`config.mk`:
```
export PLATFORM = sky130hd
export DESIGN_NAME = spi_master_top
export DESIGN_NICKNAME = d
export VERILOG_FILES = /design/src/spi_pkg.sv /design/src/spi_master_top.sv /design/src/axil_regs.sv /design/src/spi_frame_ctrl.sv /design/src/spi_clk_gen.sv /design/src/sync_fifo.sv
export VERILOG_INCLUDE_DIRS = /design/src /design/src/src
export SDC_FILE = /design/constraint.sdc
export NUM_CORES = 1
export LEC_CHECK = 0
export BUFFER_PORTS_ARGS = -buffer_cell sky130_fd_sc_hd__buf_4
export CELL_PAD_IN_SITES_DETAIL_PLACEMENT = 0
export CELL_PAD_IN_SITES_GLOBAL_PLACEMENT = 1
export CORE_MARGIN = 1
export CORE_UTILIZATION = 49
export CTS_BUF_LIST = sky130_fd_sc_hd__clkbuf_4
export CTS_CLUSTER_DIAMETER = 50
export DETAILED_ROUTE_END_ITERATION = 12
export HOLD_SLACK_MARGIN = 0.15
export PLACE_DENSITY_LB_ADDON = 0.1
export SLEW_MARGIN = 10
export SYNTH_ARGS = -nofsm -noshare
export SYNTH_HDL_FRONTEND = slang
export SYNTH_HIERARCHICAL = 1
export SYNTH_SLANG_ARGS = --single-unit
```
`constraint.sdc`:
```
create_clock -name S_SYSCLK -period 3.7 [get_ports S_SYSCLK]
set_input_delay 0.37 -clock S_SYSCLK [delete_from_list [all_inputs] [get_ports S_SYSCLK]]
set_output_delay 0.37 -clock S_SYSCLK [all_outputs]
set_load 0.01 [all_outputs]
```
`src/spi_macros.svh`:
```
`ifndef SPI_MACROS_SVH
`define SPI_MACROS_SVH

// register offsets
`define SPI_ADDR_SPMODE   8'h00
`define SPI_ADDR_SPIE     8'h04
`define SPI_ADDR_SPIM     8'h08
`define SPI_ADDR_SPCOM    8'h0C
`define SPI_ADDR_SPITF    8'h10
`define SPI_ADDR_SPIRF    8'h14

`define SPMODE_EN         0
`define SPMODE_LOOP       1
`define SPMODE_CPOL       2
`define SPMODE_CPHA       3
`define SPMODE_PM_HI      15
`define SPMODE_PM_LO      8

`define SPIE_DON          0   // sticky, write 1 to clear
`define SPIE_RNE          1
`define SPIE_TNF          2

`define SPCOM_CS_HI       31
`define SPCOM_CS_LO       30
`define SPCOM_TRANLEN_HI  15
`define SPCOM_TRANLEN_LO  0

`define SPI_NCS           4
`define SPI_TXFIFO_DEPTH  4   // words
`define SPI_RXFIFO_DEPTH  16  // characters

`endif
```
`src/spi_pkg.sv`:
```
package spi_pkg;

    typedef logic [31:0] reg_word_t;  // register and bus word
    typedef logic [7:0]  spi_char_t;
    typedef logic [7:0]  reg_addr_t;  // byte address
    typedef logic [15:0] xfer_len_t;  // characters minus one
    typedef logic [1:0]  cs_idx_t;

endpackage

```
`src/spi_master_top.sv`:
```
`timescale 1ns/1ps
`include "spi_macros.svh"

module spi_master_top (
    input  logic                S_SYSCLK,
    input  logic                S_RESETN,
    input  spi_pkg::reg_addr_t  s_awaddr_i,
    input  logic                s_awvalid_i,
    output logic                s_awready_o,
    input  spi_pkg::reg_word_t  s_wdata_i,
    input  logic [3:0]          s_wstrb_i,
    input  logic                s_wvalid_i,
    output logic                s_wready_o,
    output logic                s_bvalid_o,
    input  logic                s_bready_i,
    output logic [1:0]          s_bresp_o,
    input  spi_pkg::reg_addr_t  s_araddr_i,
    input  logic                s_arvalid_i,
    output logic                s_arready_o,
    output spi_pkg::reg_word_t  s_rdata_o,
    output logic                s_rvalid_o,
    input  logic                s_rready_i,
    output logic [1:0]          s_rresp_o,
    input  logic                spi_miso_i,
    output logic                spi_sck_o,
    output logic                spi_mosi_o,
    output logic [`SPI_NCS-1:0] spi_sel_o,
    output logic                irq_o
);
    spi_pkg::reg_word_t spmode;
    spi_pkg::reg_word_t spcom;
    spi_pkg::reg_word_t txf_wdata;
    spi_pkg::reg_word_t txf_rdata;
    spi_pkg::spi_char_t rxf_wdata;
    spi_pkg::spi_char_t rxf_rdata;
    logic               frame_start;
    logic               frame_busy;
    logic               frame_done;
    logic               txf_push;
    logic               txf_pop;
    logic               txf_full;
    logic               txf_empty;
    logic               rxf_push;
    logic               rxf_pop;
    logic               rxf_empty;
    logic               sck_run;
    logic               lead_edge;
    logic               trail_edge;

    axil_regs u_regs (
        .S_SYSCLK      (S_SYSCLK),
        .S_RESETN      (S_RESETN),
        .s_awaddr_i    (s_awaddr_i),
        .s_awvalid_i   (s_awvalid_i),
        .s_awready_o   (s_awready_o),
        .s_wdata_i     (s_wdata_i),
        .s_wstrb_i     (s_wstrb_i),
        .s_wvalid_i    (s_wvalid_i),
        .s_wready_o    (s_wready_o),
        .s_bvalid_o    (s_bvalid_o),
        .s_bready_i    (s_bready_i),
        .s_bresp_o     (s_bresp_o),
        .s_araddr_i    (s_araddr_i),
        .s_arvalid_i   (s_arvalid_i),
        .s_arready_o   (s_arready_o),
        .s_rdata_o     (s_rdata_o),
        .s_rvalid_o    (s_rvalid_o),
        .s_rready_i    (s_rready_i),
        .s_rresp_o     (s_rresp_o),
        .frame_busy_i  (frame_busy),
        .frame_done_i  (frame_done),
        .txf_full_i    (txf_full),
        .rxf_empty_i   (rxf_empty),
        .rxf_data_i    (rxf_rdata),
        .spmode_o      (spmode),
        .spcom_o       (spcom),
        .frame_start_o (frame_start),
        .txf_push_o    (txf_push),
        .txf_data_o    (txf_wdata),
        .rxf_pop_o     (rxf_pop),
        .irq_o         (irq_o)
    );

    // tx side holds whole words
    sync_fifo #(
        .DEPTH (`SPI_TXFIFO_DEPTH),
        .T     (spi_pkg::reg_word_t)
    ) u_txf (
        .S_SYSCLK (S_SYSCLK),
        .S_RESETN (S_RESETN),
        .push_i   (txf_push),
        .data_i   (txf_wdata),
        .pop_i    (txf_pop),
        .data_o   (txf_rdata),
        .full_o   (txf_full),
        .empty_o  (txf_empty)
    );

    sync_fifo #(
        .DEPTH (`SPI_RXFIFO_DEPTH),
        .T     (spi_pkg::spi_char_t)
    ) u_rxf (
        .S_SYSCLK (S_SYSCLK),
        .S_RESETN (S_RESETN),
        .push_i   (rxf_push),
        .data_i   (rxf_wdata),
        .pop_i    (rxf_pop),
        .data_o   (rxf_rdata),
        .full_o   (),
        .empty_o  (rxf_empty)
    );

    spi_clk_gen u_clk (
        .S_SYSCLK     (S_SYSCLK),
        .S_RESETN     (S_RESETN),
        .run_i        (sck_run),
        .cpol_i       (spmode[`SPMODE_CPOL]),
        .prescale_i   (spmode[`SPMODE_PM_HI:`SPMODE_PM_LO]),
        .sck_o        (spi_sck_o),
        .lead_edge_o  (lead_edge),
        .trail_edge_o (trail_edge)
    );

    spi_frame_ctrl u_frame (
        .S_SYSCLK     (S_SYSCLK),
        .S_RESETN     (S_RESETN),
        .start_i      (frame_start),
        .cpha_i       (spmode[`SPMODE_CPHA]),
        .loop_i       (spmode[`SPMODE_LOOP]),
        .cs_idx_i     (spcom[`SPCOM_CS_HI:`SPCOM_CS_LO]),
        .tranlen_i    (spcom[`SPCOM_TRANLEN_HI:`SPCOM_TRANLEN_LO]),
        .txf_data_i   (txf_rdata),
        .txf_empty_i  (txf_empty),
        .lead_edge_i  (lead_edge),
        .trail_edge_i (trail_edge),
        .miso_i       (spi_miso_i),
        .busy_o       (frame_busy),
        .done_o       (frame_done),
        .txf_pop_o    (txf_pop),
        .rxf_push_o   (rxf_push),
        .rxf_data_o   (rxf_wdata),
        .sck_run_o    (sck_run),
        .mosi_o       (spi_mosi_o),
        .sel_o        (spi_sel_o)
    );

endmodule

```
`src/axil_regs.sv`:
```
`timescale 1ns/1ps
`include "spi_macros.svh"

module axil_regs (
    input  logic               S_SYSCLK,
    input  logic               S_RESETN,
    input  spi_pkg::reg_addr_t s_awaddr_i,
    input  logic               s_awvalid_i,
    output logic               s_awready_o,
    input  spi_pkg::reg_word_t s_wdata_i,
    input  logic [3:0]         s_wstrb_i,
    input  logic               s_wvalid_i,
    output logic               s_wready_o,
    output logic               s_bvalid_o,
    input  logic               s_bready_i,
    output logic [1:0]         s_bresp_o,
    input  spi_pkg::reg_addr_t s_araddr_i,
    input  logic               s_arvalid_i,
    output logic               s_arready_o,
    output spi_pkg::reg_word_t s_rdata_o,
    output logic               s_rvalid_o,
    input  logic               s_rready_i,
    output logic [1:0]         s_rresp_o,
    input  logic               frame_busy_i,
    input  logic               frame_done_i,
    input  logic               txf_full_i,
    input  logic               rxf_empty_i,
    input  spi_pkg::spi_char_t rxf_data_i,
    output spi_pkg::reg_word_t spmode_o,
    output spi_pkg::reg_word_t spcom_o,
    output logic               frame_start_o,
    output logic               txf_push_o,
    output spi_pkg::reg_word_t txf_data_o,
    output logic               rxf_pop_o,
    output logic               irq_o
);
    spi_pkg::reg_word_t spmode_q;
    spi_pkg::reg_word_t spim_q;
    spi_pkg::reg_word_t spcom_q;
    spi_pkg::reg_word_t spie;
    spi_pkg::reg_word_t rd_mux;
    spi_pkg::reg_word_t rdata_q;
    logic               don_q;
    logic               start_q;
    logic               bvalid_q;
    logic               rvalid_q;
    logic               wr_fire;
    logic               wr_ok;
    logic               rd_fire;

    assign wr_fire = s_awvalid_i && s_wvalid_i && !bvalid_q;
    assign wr_ok   = wr_fire && (s_wstrb_i == 4'hf);  // full word writes only
    assign rd_fire = s_arvalid_i && !rvalid_q;

    assign s_awready_o = wr_fire;
    assign s_wready_o  = wr_fire;
    assign s_bvalid_o  = bvalid_q;
    assign s_bresp_o   = 2'b00;
    assign s_arready_o = !rvalid_q;
    assign s_rvalid_o  = rvalid_q;
    assign s_rdata_o   = rdata_q;
    assign s_rresp_o   = 2'b00;

    assign spmode_o      = spmode_q;
    assign spcom_o       = spcom_q;
    assign frame_start_o = start_q;
    assign txf_push_o    = wr_ok && (s_awaddr_i == `SPI_ADDR_SPITF);
    assign txf_data_o    = s_wdata_i;
    assign rxf_pop_o     = rd_fire && (s_araddr_i == `SPI_ADDR_SPIRF) && !rxf_empty_i;

    // sticky done plus live fifo flags
    always_comb begin
        spie            = '0;
        spie[`SPIE_DON] = don_q;
        spie[`SPIE_RNE] = !rxf_empty_i;
        spie[`SPIE_TNF] = !txf_full_i;
    end

    assign irq_o = |(spim_q & spie);

    always_comb begin
        case (s_araddr_i)
            `SPI_ADDR_SPMODE: rd_mux = spmode_q;
            `SPI_ADDR_SPIE:   rd_mux = spie;
            `SPI_ADDR_SPIM:   rd_mux = spim_q;
            `SPI_ADDR_SPCOM:  rd_mux = spcom_q;
            `SPI_ADDR_SPIRF:  rd_mux = rxf_empty_i ? '0 : {24'h0, rxf_data_i};
            default:          rd_mux = '0;
        endcase
    end

    always_ff @(posedge S_SYSCLK or negedge S_RESETN) begin
        if (!S_RESETN) begin
            spmode_q <= '0;
            spim_q   <= '0;
            spcom_q  <= '0;
            don_q    <= 1'b0;
            start_q  <= 1'b0;
        end else begin
            start_q <= 1'b0;
            if (wr_ok) begin
                case (s_awaddr_i)
                    `SPI_ADDR_SPMODE: spmode_q <= s_wdata_i;
                    `SPI_ADDR_SPIE: begin
                        if (s_wdata_i[`SPIE_DON]) begin
                            don_q <= 1'b0;
                        end
                    end
                    `SPI_ADDR_SPIM: spim_q <= s_wdata_i;
                    `SPI_ADDR_SPCOM: begin
                        if (!frame_busy_i) begin  // locked while a frame runs
                            spcom_q <= s_wdata_i;
                            start_q <= spmode_q[`SPMODE_EN];
                        end
                    end
                    default: ;
                endcase
            end
            if (frame_done_i) begin
                don_q <= 1'b1;  // set wins over clear
            end
        end
    end

    always_ff @(posedge S_SYSCLK or negedge S_RESETN) begin
        if (!S_RESETN) begin
            bvalid_q <= 1'b0;
            rvalid_q <= 1'b0;
        end else begin
            if (wr_fire) begin
                bvalid_q <= 1'b1;
            end else if (s_bready_i) begin
                bvalid_q <= 1'b0;
            end
            if (rd_fire) begin
                rvalid_q <= 1'b1;
            end else if (s_rready_i) begin
                rvalid_q <= 1'b0;
            end
        end
    end

    always_ff @(posedge S_SYSCLK) begin
        if (rd_fire) begin
            rdata_q <= rd_mux;
        end
    end

endmodule

```
`src/spi_frame_ctrl.sv`:
```
`timescale 1ns/1ps
`include "spi_macros.svh"

module spi_frame_ctrl (
    input  logic                S_SYSCLK,
    input  logic                S_RESETN,
    input  logic                start_i,
    input  logic                cpha_i,
    input  logic                loop_i,
    input  spi_pkg::cs_idx_t    cs_idx_i,
    input  spi_pkg::xfer_len_t  tranlen_i,
    input  spi_pkg::reg_word_t  txf_data_i,
    input  logic                txf_empty_i,
    input  logic                lead_edge_i,
    input  logic                trail_edge_i,
    input  logic                miso_i,
    output logic                busy_o,
    output logic                done_o,
    output logic                txf_pop_o,
    output logic                rxf_push_o,
    output spi_pkg::spi_char_t  rxf_data_o,
    output logic                sck_run_o,
    output logic                mosi_o,
    output logic [`SPI_NCS-1:0] sel_o
);
    typedef enum logic [1:0] {
        ST_IDLE,
        ST_WAIT,    // waiting for a tx word
        ST_XFER,
        ST_FINISH
    } state_t;

    state_t              state_q;
    spi_pkg::xfer_len_t  len_q;
    spi_pkg::xfer_len_t  char_cnt_q;
    logic [1:0]          byte_idx_q;
    logic [3:0]          edge_cnt_q;  // sck edges in current char
    spi_pkg::spi_char_t  tx_sr_q;
    spi_pkg::spi_char_t  rx_sr_q;
    logic                push_q;
    logic [`SPI_NCS-1:0] sel_q;

    logic       din;
    logic       sample_e;
    logic       shift_e;
    logic       char_end;
    logic       last_char;
    logic       word_end;
    logic [1:0] next_idx;

    assign din       = loop_i ? tx_sr_q[7] : miso_i;
    assign sample_e  = cpha_i ? trail_edge_i : lead_edge_i;
    assign shift_e   = cpha_i ? lead_edge_i : trail_edge_i;
    // 16th edge is always a trailing one, sck back at idle
    assign char_end  = (state_q == ST_XFER) && trail_edge_i && (edge_cnt_q == 4'd15);
    assign last_char = (char_cnt_q == len_q);
    assign word_end  = (byte_idx_q == 2'd3) || last_char;
    assign next_idx  = byte_idx_q + 2'd1;

    assign busy_o     = (state_q != ST_IDLE);
    assign done_o     = (state_q == ST_FINISH);
    assign txf_pop_o  = char_end && word_end;
    assign sck_run_o  = (state_q == ST_XFER) && !(char_end && word_end);
    assign rxf_push_o = push_q;
    assign rxf_data_o = rx_sr_q;
    assign mosi_o     = tx_sr_q[7];
    assign sel_o      = sel_q;

    always_ff @(posedge S_SYSCLK or negedge S_RESETN) begin
        if (!S_RESETN) begin
            state_q    <= ST_IDLE;
            len_q      <= '0;
            char_cnt_q <= '0;
            byte_idx_q <= '0;
            edge_cnt_q <= '0;
            push_q     <= 1'b0;
            sel_q      <= '1;
        end else begin
            push_q <= char_end;
            case (state_q)
                ST_IDLE: begin
                    if (start_i) begin
                        len_q            <= tranlen_i;
                        char_cnt_q       <= '0;
                        byte_idx_q       <= '0;
                        sel_q[cs_idx_i]  <= 1'b0;
                        state_q          <= ST_WAIT;
                    end
                end
                ST_WAIT: begin
                    if (!txf_empty_i) begin
                        edge_cnt_q <= '0;
                        state_q    <= ST_XFER;
                    end
                end
                ST_XFER: begin
                    if (lead_edge_i || trail_edge_i) begin
                        edge_cnt_q <= edge_cnt_q + 4'd1;
                    end
                    if (char_end) begin
                        char_cnt_q <= char_cnt_q + 1'b1;
                        if (last_char) begin
                            state_q <= ST_FINISH;
                        end else if (word_end) begin
                            byte_idx_q <= '0;  // next word from fifo
                            state_q    <= ST_WAIT;
                        end else begin
                            byte_idx_q <= next_idx;
                        end
                    end
                end
                ST_FINISH: begin
                    sel_q   <= '1;
                    state_q <= ST_IDLE;
                end
                default: state_q <= ST_IDLE;
            endcase
        end
    end

    // msb first, bytes of a word low first
    always_ff @(posedge S_SYSCLK) begin
        if (state_q == ST_WAIT) begin
            tx_sr_q <= txf_data_i[8*byte_idx_q +: 8];
        end else if (char_end) begin
            tx_sr_q <= txf_data_i[8*next_idx +: 8];
        end else if (shift_e && (edge_cnt_q != 4'd0)) begin
            tx_sr_q <= {tx_sr_q[6:0], 1'b0};
        end
        if (sample_e) begin
            rx_sr_q <= {rx_sr_q[6:0], din};
        end
    end

endmodule

```
`src/spi_clk_gen.sv`:
```
`timescale 1ns/1ps

module spi_clk_gen (
    input  logic       S_SYSCLK,
    input  logic       S_RESETN,
    input  logic       run_i,
    input  logic       cpol_i,
    input  logic [7:0] prescale_i,
    output logic       sck_o,
    output logic       lead_edge_o,
    output logic       trail_edge_o
);
    logic [7:0] cnt_q;
    logic       sck_q;
    logic       lead_q;
    logic       trail_q;

    assign sck_o        = sck_q;
    assign lead_edge_o  = lead_q;
    assign trail_edge_o = trail_q;

    // half period is prescale_i + 1 sysclk cycles
    always_ff @(posedge S_SYSCLK or negedge S_RESETN) begin
        if (!S_RESETN) begin
            cnt_q   <= '0;
            sck_q   <= 1'b0;
            lead_q  <= 1'b0;
            trail_q <= 1'b0;
        end else if (!run_i) begin
            cnt_q   <= '0;
            sck_q   <= cpol_i;  // park at idle level
            lead_q  <= 1'b0;
            trail_q <= 1'b0;
        end else if (cnt_q == prescale_i) begin
            cnt_q   <= '0;
            sck_q   <= ~sck_q;
            lead_q  <= (sck_q == cpol_i);  // leaving idle level
            trail_q <= (sck_q != cpol_i);
        end else begin
            cnt_q   <= cnt_q + 8'd1;
            lead_q  <= 1'b0;
            trail_q <= 1'b0;
        end
    end

endmodule

```
`src/sync_fifo.sv`:
```
`timescale 1ns/1ps

module sync_fifo #(
    parameter int  DEPTH = 4,
    parameter type T     = logic [7:0]
) (
    input  logic S_SYSCLK,
    input  logic S_RESETN,
    input  logic push_i,
    input  T     data_i,
    input  logic pop_i,
    output T     data_o,
    output logic full_o,
    output logic empty_o
);
    localparam int AW = (DEPTH > 1) ? $clog2(DEPTH) : 1;
    localparam logic [AW:0] FULL_CNT = (AW + 1)'(DEPTH);
    localparam logic [AW-1:0] LAST_PTR = AW'(DEPTH - 1);

    T              mem [DEPTH];
    logic [AW-1:0] wr_ptr_q;
    logic [AW-1:0] rd_ptr_q;
    logic [AW:0]   count_q;
    logic          do_push;
    logic          do_pop;

    assign do_push = push_i && !full_o;  // dropped when full
    assign do_pop  = pop_i && !empty_o;
    assign full_o  = (count_q == FULL_CNT);
    assign empty_o = (count_q == '0);
    assign data_o  = mem[rd_ptr_q];

    always_ff @(posedge S_SYSCLK) begin
        if (do_push) begin
            mem[wr_ptr_q] <= data_i;
        end
    end

    always_ff @(posedge S_SYSCLK or negedge S_RESETN) begin
        if (!S_RESETN) begin
            wr_ptr_q <= '0;
            rd_ptr_q <= '0;
            count_q  <= '0;
        end else begin
            if (do_push) begin
                wr_ptr_q <= (wr_ptr_q == LAST_PTR) ? '0 : wr_ptr_q + 1'b1;
            end
            if (do_pop) begin
                rd_ptr_q <= (rd_ptr_q == LAST_PTR) ? '0 : rd_ptr_q + 1'b1;
            end
            case ({do_push, do_pop})
                2'b10:   count_q <= count_q + 1'b1;
                2'b01:   count_q <= count_q - 1'b1;
                default: count_q <= count_q;
            endcase
        end
    end

endmodule

```
==> summary.md, run 1 <==
| Metric | Value |
|---|---|
| CP required | 4.37 ns |
| Max clock buf depth | 3 |
| Die X | 209 um |
| Pre-antenna DRT Iters | 6 |
| Core area | 42,000 um^2 |
| Routed WL | 49,300 um |
| Switching Fraction | 21.9% |
| Final Hold Viols | 0 |
| Row cnt | 75 |
| DR DRC count | 0 |
| Pwr/cell area | 454 nW/um^2 |
| Tmin final | 3.28 ns |
| WL/cell | 22.4 um |
| Crit end category | flip-flop |
| Relative slew slack | 22.0% |
| Crit path depth | 7 |
| Worst R2R End | u_regs/s_rdata_o[0] |
| DP Worst Slack | 0.401 ns |
| Setup Viol. Count Final | 0 |
| Final setup margin | 0.417 ns |
| CP Launch Type | flip-flop |
| Worst-Margin Slew | 1.17 ns |
| Achievable clock frequency | 0.305 GHz |
| CTS resizes | 0 |
| Initial Util | 49.8% |
| Worst-path clk slew | 0.07 ns |
| GRT overflow | 0 |
| Net Sw Power | 2440 uW |
| Total GRT Usage | 23.6% |
| Reg power frac | 51.5% |
| Setup tns final | 0 ns |
| Post-DP HPWL | 31,500 um |
| Kind of critical path | flip-flop to flip-flop |
| RSZ-0062 raised after global routing | false |
| Core Util, Final | 58.4% |
| Iter 0 DRT Violations | 780 |
| Number of top-level pins | 108 |
| FILL cells | 3,401 |
| Hold buffer count at CTS | 68 |
| Max_cap viols | 0 |
| Delay-heaviest family, CP | compound AO/OA/AOI/OAI gates |
| Final Net Count | 1,636 |
| Final Power | 11,100 uW |
| Layout cells sized above 1 | 35.7% |
| Worst vdd ir | 0.287 mV |
| CP startpoint | u_rxf/rd_ptr_q[0] |
| Slew Limit Fails | 0 |
| Flop2flop setup slack | 0.42 ns |
| CTS buffer count | 131 |
| Netlist Area Pre-Place | 20,900 um^2 |
| First-pass GRT wire length | 75,600 um |
| Worst r2r path cells | 7 |
| CP arrival | 3.95 ns |
| Number of global-route vias before repair | 12,500 |
| Area Growth Syn to Fin | 17.3% |
| Hold path cells | 2 |
| Port buffer count | 103 |
| Hold Path Origin | s_wdata_i[8] |
| Hold/Removal Path Class | input pin to flip-flop |
| Period utilization | 88.7% |
| CP cell instances | mux4_2, a32oi_1, o21ai_0, a31o_2, a221oi_1, nor2_1, dlygate4sd3_1 |
| Internal | 8710 uW |
| Synthesized instance count | 1,316 |
| Combinational share of power | 3.5% |
| YS warnings | 6 |
| Leakage | 0.00989 uW |
| Hold_ws | 0.240 ns |
| CTS tree | yes |
| Clk root buf | clkbuf_4 |
| Die height | 209 um |
| Vias/cell | 5.55 |
| H-tree lvl count | 4 |
| Reg2reg start | u_rxf/rd_ptr_q[0] |
| Number of routed nets with antenna violations | 0 |
| Worst Setup EP | u_regs/s_rdata_o[0] |
| Antenna violations before repair | 1 |
| Worst-Skew Late Latency | 0.94 ns |
| Setup Skew | 0.0327 ns |
| Largest net degree at the start of global routing | 89 |
| Die ar. | 43,500 um^2 |
| Clock power frac | 45.0% |
| Largest stage delay, worst path | 0.73 ns |
| Via count | 12,200 |
| TritonCTS Sinks | 480 |
| Status | finished, final reports clean |
| Syn avg cell area | 15.9 um^2 |
| Number of setup buffers added after CTS | 0 |
| Crit-path slowest cell | dfrtp_1 |
| Global placer's final weighted congestion | 0.776 |
| Critical path fanouts, max | 14 |
| WP buf/inv | 1 |
-- state kept, by name, indices dropped and copies added, names as in the netlist, 16 cells and up --
register,count
u_regs/spcom_o,32
u_regs/spim_q,32
u_txf/mem,128
u_frame/len_q,16
u_rxf/mem,128
u_regs/s_rdata_o,32
u_frame/char_cnt_q,16
u_regs/spmode_o,32
-- power groups by stage --
| stage | Clock (uW) | Sequential, uW | Combinational [uW] |
|---|---|---|---|
| 6_report | 5010 | 5730 | 395 |
| 5_1_grt | 5450 | 5730 | 424 |
| 4_1_cts | 5190 | 5730 | 402 |
| 3_5_place_dp | 0 | 5840 | 342 |
| 3_3_place_gp | 0 | 5840 | 340 |
| 2_1_floorplan | 0 | 5850 | 133 |
-- layout make-up --
class,instances,area [um^2],share of cell area [%]
diodes,4,10.0,0.0408
repair buffers,208,1790,7.30
well taps,539,674,2.75
inverters,22,82.6,0.336
clock buffers,207,1550,6.33
flip-flops and latches,480,13500,55.2
clock inverters,28,234,0.953
multi-input cells,711,6660,27.1
-- cell usage in the layout, fill, tap and decap left out, types with 5 or more instances in the layout --
cell           instances
a21o_1                 9
a21oi_1               14
a22o_1                10
a22oi_1               38
a31oi_1                5
a32oi_1                8
and3_1                 6
buf_4                136
clkbuf_4             207
clkinv_1              14
clkinvlp_4             5
dfrtp_1              170
dlygate4sd3_1         67
edfxtp_1             304
ha_1                  20
inv_1                 22
mux2_2               102
mux2_4                32
mux2i_1               34
mux4_2                68
nand2_1               85
nand2b_1               7
nand3_1               14
nand4_1                6
nor2_1                70
nor2b_1                7
nor3_1                10
nor4_1                 6
o21ai_0               20
o21ai_1                6
o2bb2ai_1              5
o31ai_1               11
or4_1                 10
xnor2_1               18
xor2_1                26
-- routing by layer --
layer | up-vias | GRT usage [%] | wire [um]
li1 | 5547 | - | -
met1 | 6300 | 33.6 | 23000
met2 | 281 | 34.8 | 22800
met3 | 67 | 7.00 | 2780
met4 | 0 | 8.04 | 815
met5 | - | 0 | 0
-- worst min-delay path by stage --
stage / to / slack [ns]
6_report: u_txf/mem[2][8] / 0.24
3_3_place_gp: u_frame/sel_o[3] / 0.45
5_1_grt: u_txf/mem[2][8] / 0.19
2_1_floorplan: u_clk/cnt_q[0] / 0.07
3_5_place_dp: u_frame/sel_o[3] / 0.47
4_1_cts: u_txf/mem[2][22] / 0.16
-- stage by stage --
stage | cells | cell area (um^2)
floorplan | 1319 | 20900
global placement | 1892 | 22000
detailed placement | 1892 | 22000
CTS | 2195 | 24500
global route | 2197 | 24500
finish | 2199 | 24500
Power figures use the tool's default switching activity.
==> inputs of run 2 (changes only) <==
==> constraint.sdc (replaced) <==
create_clock -name S_SYSCLK -period 3.7 [get_ports S_SYSCLK]
set_input_delay 0.185 -clock S_SYSCLK [delete_from_list [all_inputs] [get_ports S_SYSCLK]]
set_output_delay 0.185 -clock S_SYSCLK [all_outputs]
set_load 0.01 [all_outputs]
==> run 2 against run 1 <==
- non-clock buffer count rose by 34
- utilization rose by 0.68 points
- routed wire length rose by 3.2%
- clock-buffer cell count fell by 17
- register-to-register slack barely moved
==> summary.md, run 2 (synthesis results as in run 1) <==
| Metric | Value |
|---|---|
| Status | finished, final reports clean |
| Hold buffer count at CTS | 102 (+50%) |
| Setup tns final | 0 ns (unchanged) |
| Pre-antenna DRT Iters | 5 (-1) |
| Iter 0 DRT Violations | 879 (+13%) |
| CP arrival | 4.14 ns (+0.19 ns) |
| CP Launch Type | flip-flop |
| Global placer's final weighted congestion | 0.777 (+0.13%) |
| Achievable clock frequency | 0.304 GHz (-0.29%) |
| Total GRT Usage | 24.6% (+0.96 points) |
| Leakage | 0.0100 uW (+1.3%) |
| Clk root buf | clkbuf_4 |
| DR DRC count | 0 (unchanged) |
| Final Hold Viols | 0 (unchanged) |
| Biggest regs | u_rxf/mem x128, u_txf/mem x128 |
| GRT overflow | 0 (unchanged) |
| Initial Util | 49.8% (unchanged) |
| Number of routed nets with antenna violations | 0 (unchanged) |
| Core area | 42,000 um^2 (unchanged) |
| DP Worst Slack | 0.394 ns (-0.00650 ns) |
| TritonCTS Sinks | 480 (unchanged) |
| Area Growth Syn to Fin | 18.7% |
| Worst vdd ir | 0.262 mV (-8.8%) |
| Die height | 209 um (unchanged) |
| Relative slew slack | 29.8% (+7.8 points) |
| Number of global-route vias before repair | 13,000 (+3.5%) |
| Die ar. | 43,500 um^2 (unchanged) |
| Most frequent cells in the layout | 304 x edfxtp_1, 190 x clkbuf_4, 170 x dfrtp_1 |
| CTS buffer count | 133 (+1.5%) |
| Number of setup buffers added after CTS | 0 (unchanged) |
| CP required | 4.55 ns (+0.18 ns) |
| Core Util, Final | 59.1% (+0.68 points) |
| Post-DP HPWL | 31,700 um (+0.47%) |
| Layout cells sized above 1 | 34.1% (-1.6 points) |
| Max_cap viols | 0 (unchanged) |
| Largest net degree at the start of global routing | 92 (+3.4%) |
| Commonest non-fill, non-tap cell in the layout | edfxtp_1 |
| DP Area | 22,000 um^2 (unchanged) |
| Number of top-level pins | 108 (unchanged) |
| Worst-Skew Late Latency | 0.94 ns (about the same) |
| RSZ-0062 raised after global routing | false |
| FILL cells | 3,357 (-1.3%) |
| Row cnt | 75 (unchanged) |
| Vias/cell | 5.58 (+0.53%) |
| Final Net Count | 1,672 (+2.2%) |
| Die X | 209 um (unchanged) |
| First-pass GRT wire length | 78,400 um (+3.6%) |
| Tmin final | 3.29 ns (+0.00962 ns) |
| CTS resizes | 0 (unchanged) |
| Pwr/cell area | 446 nW/um^2 (-1.6%) |
| Setup Viol. Count Final | 0 (unchanged) |
| Period utilization | 89.0% (+0.26 points) |
| CTS tree | yes |
| Kind of critical path | flip-flop to flip-flop |
| H-tree lvl count | 4 (unchanged) |
| Final Power | 11,100 uW (-0.50%) |
| Slew Limit Fails | 0 (unchanged) |
| Hold/Removal Path Class | input pin to flip-flop |
| Final instance area | 24,800 um^2 (+1.2%) |
| Worst-path clk slew | 0.06 ns (about the same) |
| WL/cell | 22.8 um (+1.7%) |
| Routed WL | 50,900 um (+3.2%) |
| Crit end category | flip-flop |
| Setup Skew | 0.0512 ns (+0.0185 ns) |
| Worst-Margin Slew | 1.04 ns (-0.128 ns) |
| Via count | 12,400 (+2.0%) |
| Port buffer count | 103 (unchanged) |
| Antenna violations before repair | 2 (+1) |
| Final setup margin | 0.408 ns (-0.00962 ns) |
| Max clock buf depth | 3 (unchanged) |
| Critical path fanouts, max | 6 (-8) |
run 2: final cells by class:
class / instances / area, um^2 / share of cell area, %
inverters: 22 / 82.6 / 0.333
diodes: 2 / 5.00 / 0.0202
well taps: 539 / 674 / 2.72
flip-flops and latches: 480 / 13500 / 54.5
multi-input cells: 711 / 6660 / 26.8
repair buffers: 242 / 2130 / 8.59
clock inverters: 45 / 312 / 1.25
clock buffers: 190 / 1430 / 5.74
run 2: worst max-delay path, stage by stage (launching register included):
cell and delay (ns):
dfrtp_1 0.43, or4_4 0.58, nor2_1 0.14, nor2_1 0.08, and4_1 0.27, and2_1 0.19
o21a_4 0.14, ha_1 0.27, fa_1 0.43, a21o_1 0.17, a21oi_1 0.16, mux2i_1 0.24
xnor2_1 0.14
run 2: layer usage:
metal	track usage [%]	wire [um]	share of wire, %
met1	35.2	23400	46
met2	36.3	23600	46
met3	5.70	2830	5.6
met4	10.3	1080	2.1
met5	0	0	0
run 2: worst paths after layout:
path                       cells past startpoint  slack [ns]             start                 end
setup / recovery                              12        0.41  u_rxf/count_q[1]    u_rxf/count_q[4]
hold / removal                                 4        0.28       s_awvalid_i   u_regs/s_bvalid_o
setup reg to reg                              12        0.41  u_rxf/count_q[1]    u_rxf/count_q[4]
hold reg to reg                                2        0.46  u_frame/sel_o[3]    u_frame/sel_o[3]
max in group asynchronous                      4        2.74          S_RESETN  u_regs/spcom_o[11]
min in group asynchronous                      3        0.42          S_RESETN    u_frame/sel_o[0]
run 2: metrics by stage:
step,hold slack [ns],instances
after detailed placement,0.341,1892
after floorplan,-0.111,1319
after global placement,0.343,1892
after CTS,0.160,2229
after global routing,0.265,2230
final,0.284,2231
run 2: report_power, final:
group,leakage [uW],internal (uW),switching (uW)
registers,0.00521,5720,16.7
logic,0.00378,195,230
clock network,0.00103,2710,2210
total,0.0100,8630,2460
==> inputs of run 3 (changes only) <==
--- a/config.mk
+++ b/config.mk
@@ -6,11 +6,12 @@
 export SDC_FILE = /design/constraint.sdc
 export NUM_CORES = 1
 export LEC_CHECK = 0
+export ABC_AREA = 1
 export BUFFER_PORTS_ARGS = -buffer_cell sky130_fd_sc_hd__buf_4
 export CELL_PAD_IN_SITES_DETAIL_PLACEMENT = 0
 export CELL_PAD_IN_SITES_GLOBAL_PLACEMENT = 1
 export CORE_MARGIN = 1
-export CORE_UTILIZATION = 49
+export CORE_UTILIZATION = 45
 export CTS_BUF_LIST = sky130_fd_sc_hd__clkbuf_4
 export CTS_CLUSTER_DIAMETER = 50
 export DETAILED_ROUTE_END_ITERATION = 12
==> run 3 against run 2 <==
- the flow now finishes with violations (setup timing)
- critical endpoint is now u_regs/spim_q[0]
- global-route usage rose by 0.60 points
- largest cell class unchanged
- total power is 9.0% higher
- worst setup slack worse by 0.42 ns
==> summary.md, run 3 <==
| Metric | Value |
|---|---|
| DP Worst Slack | 0.996 ns (+0.602 ns) |
| Area Growth Syn to Fin | 18.4% |
| Clk root buf | clkbuf_4 |
| Number of top-level pins | 108 (unchanged) |
| Vias/cell | 4.99 (-10%) |
| YS warnings | 6 (unchanged) |
| Total GRT Usage | 25.2% (+0.60 points) |
| FILL cells | 4,646 (+38%) |
| Post-DP HPWL | 39,200 um (+24%) |
| Largest net degree at the start of global routing | 83 (-9.8%) |
| Hold Path Origin | s_awaddr_i[5] |
| Final Hold Viols | 0 (unchanged) |
| Most frequent cells in the layout | 808 x nand2_1, 312 x inv_1, 304 x edfxtp_1 |
| Period utilization | 100% (+11 points) |
| Combinational share of power | 7.4% (+3.6 points) |
| Synthesized instance count | 2,422 (+84%) |
| CP required | 4.53 ns (-0.02 ns) |
| Clock power frac | 41.4% (-3.1 points) |
| Setup Viol. Count Final | 1 (+1) |
| Tmin final | 3.72 ns (+0.423 ns) |
| Core area | 49,100 um^2 (+17%) |
| Crit end category | flip-flop |
| Pre-antenna DRT Iters | 5 (unchanged) |
| Netlist Area Pre-Place | 22,500 um^2 (+7.3%) |
| Kind of critical path | input pin to flip-flop |
| Layout cells sized above 1 | 15.2% (-19 points) |
| Max_cap viols | 0 (unchanged) |
| Leakage | 0.0121 uW (+21%) |
| Achievable clock frequency | 0.269 GHz (-11%) |
| Net Sw Power | 2990 uW (+22%) |
| Multi-input gate area | 6890 um^2 (+3.5%) |
| Row cnt | 81 (+8.0%) |
| Inst Count DP | 3,084 (+63%) |
| Number of global-route vias before repair | 17,000 (+31%) |
| Global placer's final weighted congestion | 0.898 (+16%) |
| CTS tree | yes |
| GRT overflow | 0 (unchanged) |
| Syn avg cell area | 9.27 um^2 (-42%) |
| Slew Limit Fails | 0 (unchanged) |
| Critical path fanouts, max | 21 (+15) |
| Biggest regs | u_rxf/mem x128, u_txf/mem x128 |
| DR DRC count | 0 (unchanged) |
| Setup Skew | 0.0702 ns (+0.0191 ns) |
| Worst-Margin Slew | 0.943 ns (-0.0989 ns) |
| WP buf/inv | 7 (+7) |
| Largest stage delay, worst path | 0.97 ns (+0.39 ns) |
| Status | finished with violations |
| Pwr/cell area | 455 nW/um^2 (+1.8%) |
| First-pass GRT wire length | 95,500 um (+22%) |
| Number of routed nets with antenna violations | 0 (unchanged) |
| Max clock buf depth | 3 (unchanged) |
| CP startpoint | s_awaddr_i[0] |
| WL/cell | 17.9 um (-22%) |
| Post-Layout Cell Count | 3,446 (+54%) |
| Initial Util | 45.8% (-4.0 points) |
| Iter 0 DRT Violations | 1,156 (+32%) |
| Antenna violations before repair | 2 (unchanged) |
| Relative slew slack | 36.7% (+6.9 points) |
| Reg2reg start | u_rxf/rd_ptr_q[0] |
| CP cell instances | dlygate4sd3_1, buf_4, dlygate4sd3_1, nor2_2, dlygate4sd3_1, nand3_1, dlygate4sd3_1, nor2_4, dlygate4sd3_1, buf_4, nand3_1, nand2_1 |
| Worst-Skew Late Latency | 0.96 ns (+0.02 ns) |
| Most frequent CP cell | dlygate4sd3_1 |
| Commonest non-fill, non-tap cell in the layout | nand2_1 |
| Die height | 225 um (+8.0%) |
| H-tree lvl count | 4 (unchanged) |
| Crit-path slowest cell | dlygate4sd3_1 |
| CP Launch Type | input pin |
| Switching Fraction | 24.8% (+2.6 points) |
| Port buffer count | 103 (unchanged) |
| Internal | 9080 uW (+5.3%) |
| Delay-heaviest family, CP | buffers and inverters |
| CP arrival | 4.54 ns (+0.40 ns) |
| Worst-path clk slew | 0.07 ns (about the same) |
| Routed WL | 61,600 um (+21%) |
| Reg power frac | 51.2% (-0.5 points) |
| Failing checks | setup timing |
| Die X | 225 um (+8.0%) |
| Via count | 17,200 (+38%) |
| Worst vdd ir | 0.209 mV (-20%) |
| TritonCTS Sinks | 480 (unchanged) |
| CTS buffer count | 134 (+0.75%) |
| Register Area | 13,500 um^2 (about the same) |
| Die ar. | 50,800 um^2 (+17%) |
| Final setup margin | -0.0156 ns (-0.423 ns) |
| Final Net Count | 2,765 (+65%) |
| Hold/Removal Path Class | input pin to flip-flop |
## run 3: changes by cell type in the layout (fill, tap and decap cells not counted), moves of 19 or more
cell and delta:
mux2_2 -101, mux2_4 -32, inv_1 +290, o21ai_0 +71
a22oi_1 -38, mux2i_1 -33, nor2_1 +22, o211ai_1 +63
xor2_1 -20, inv_2 +23, nand3_1 +239, mux4_2 -68
nand2_1 +723, dlygate4sd3_1 +19
## run 3: metrics by stage
stage                     total power [uW]  TNS (ns)  util [%]  hold WS (ns)  cell area (um^2)
final                                12100   -0.0156      54.2         0.330             26600
after global routing                 12600   -0.0444      54.2         0.301             26600
after CTS                            12300         0      54.1         0.163             26500
after detailed placement              7100         0      47.9         0.287             23500
after global placement                7090         0      47.9         0.288             23500
after floorplan                       6650         0         -        -0.111             22500
## run 3: path summary, 6_finish.rpt
path / to / slack, ns / cells after the start
worst max-delay path: u_regs/spim_q[0] / -0.02 / 12
worst min-delay path: u_txf/wr_ptr_q[1] / 0.33 / 7
worst max register to register: u_regs/s_rdata_o[0] / 0.29 / 17
worst min register to register: u_regs/spmode_o[4] / 0.47 / 2
max in group asynchronous: u_regs/spim_q[25] / 2.85 / 4
min in group asynchronous: u_frame/char_cnt_q[3] / 0.44 / 4
## run 3: what timing repair did
item                                   in CTS  in global routing
hold buffers                              122                  0
setup endpoints to repair                   0                121
endpoints found under the hold margin     479                  0
resized for setup                           0                  2
setup buffers                               0                  5
## run 3: power by group through the flow
| stage | clock, uW | combinational [uW] | sequential (uW) |
|---|---|---|---|
| after floorplan | 0 | 452 | 6200 |
| after global placement | 0 | 807 | 6280 |
| after detailed placement | 0 | 808 | 6290 |
| after CTS | 5170 | 908 | 6180 |
| after global routing | 5450 | 994 | 6200 |
| final | 5000 | 899 | 6180 |
## run 3: tightest hold or removal path: stages
cell and delay, ns:
buf_4 0.09, nor2_2 0.03, dlygate4sd3_1 0.61, nand3_1 0.13, nor3_2 0.08, nand3_1 0.08, nand2_1 0.06
## run 3: metal layers
layer	up-vias	part of all wire, %	GRT usage [%]
met1	8206	43	31.6
li1	8402	-	-
met2	498	49	42.7
met3	98	5.2	5.45
met4	2	2.2	9.06
met5	-	0.026	0
## run 3: final cells by class
cell class / instances / share of cell area [%]
inverter: 336 / 4.75
clock buffer: 204 / 5.76
multi-input combinational: 1475 / 25.9
tap: 664 / 3.13
antenna: 1 / 0.00942
sequential: 480 / 51.0
clock inverter: 30 / 0.833
timing repair buffer: 256 / 8.65
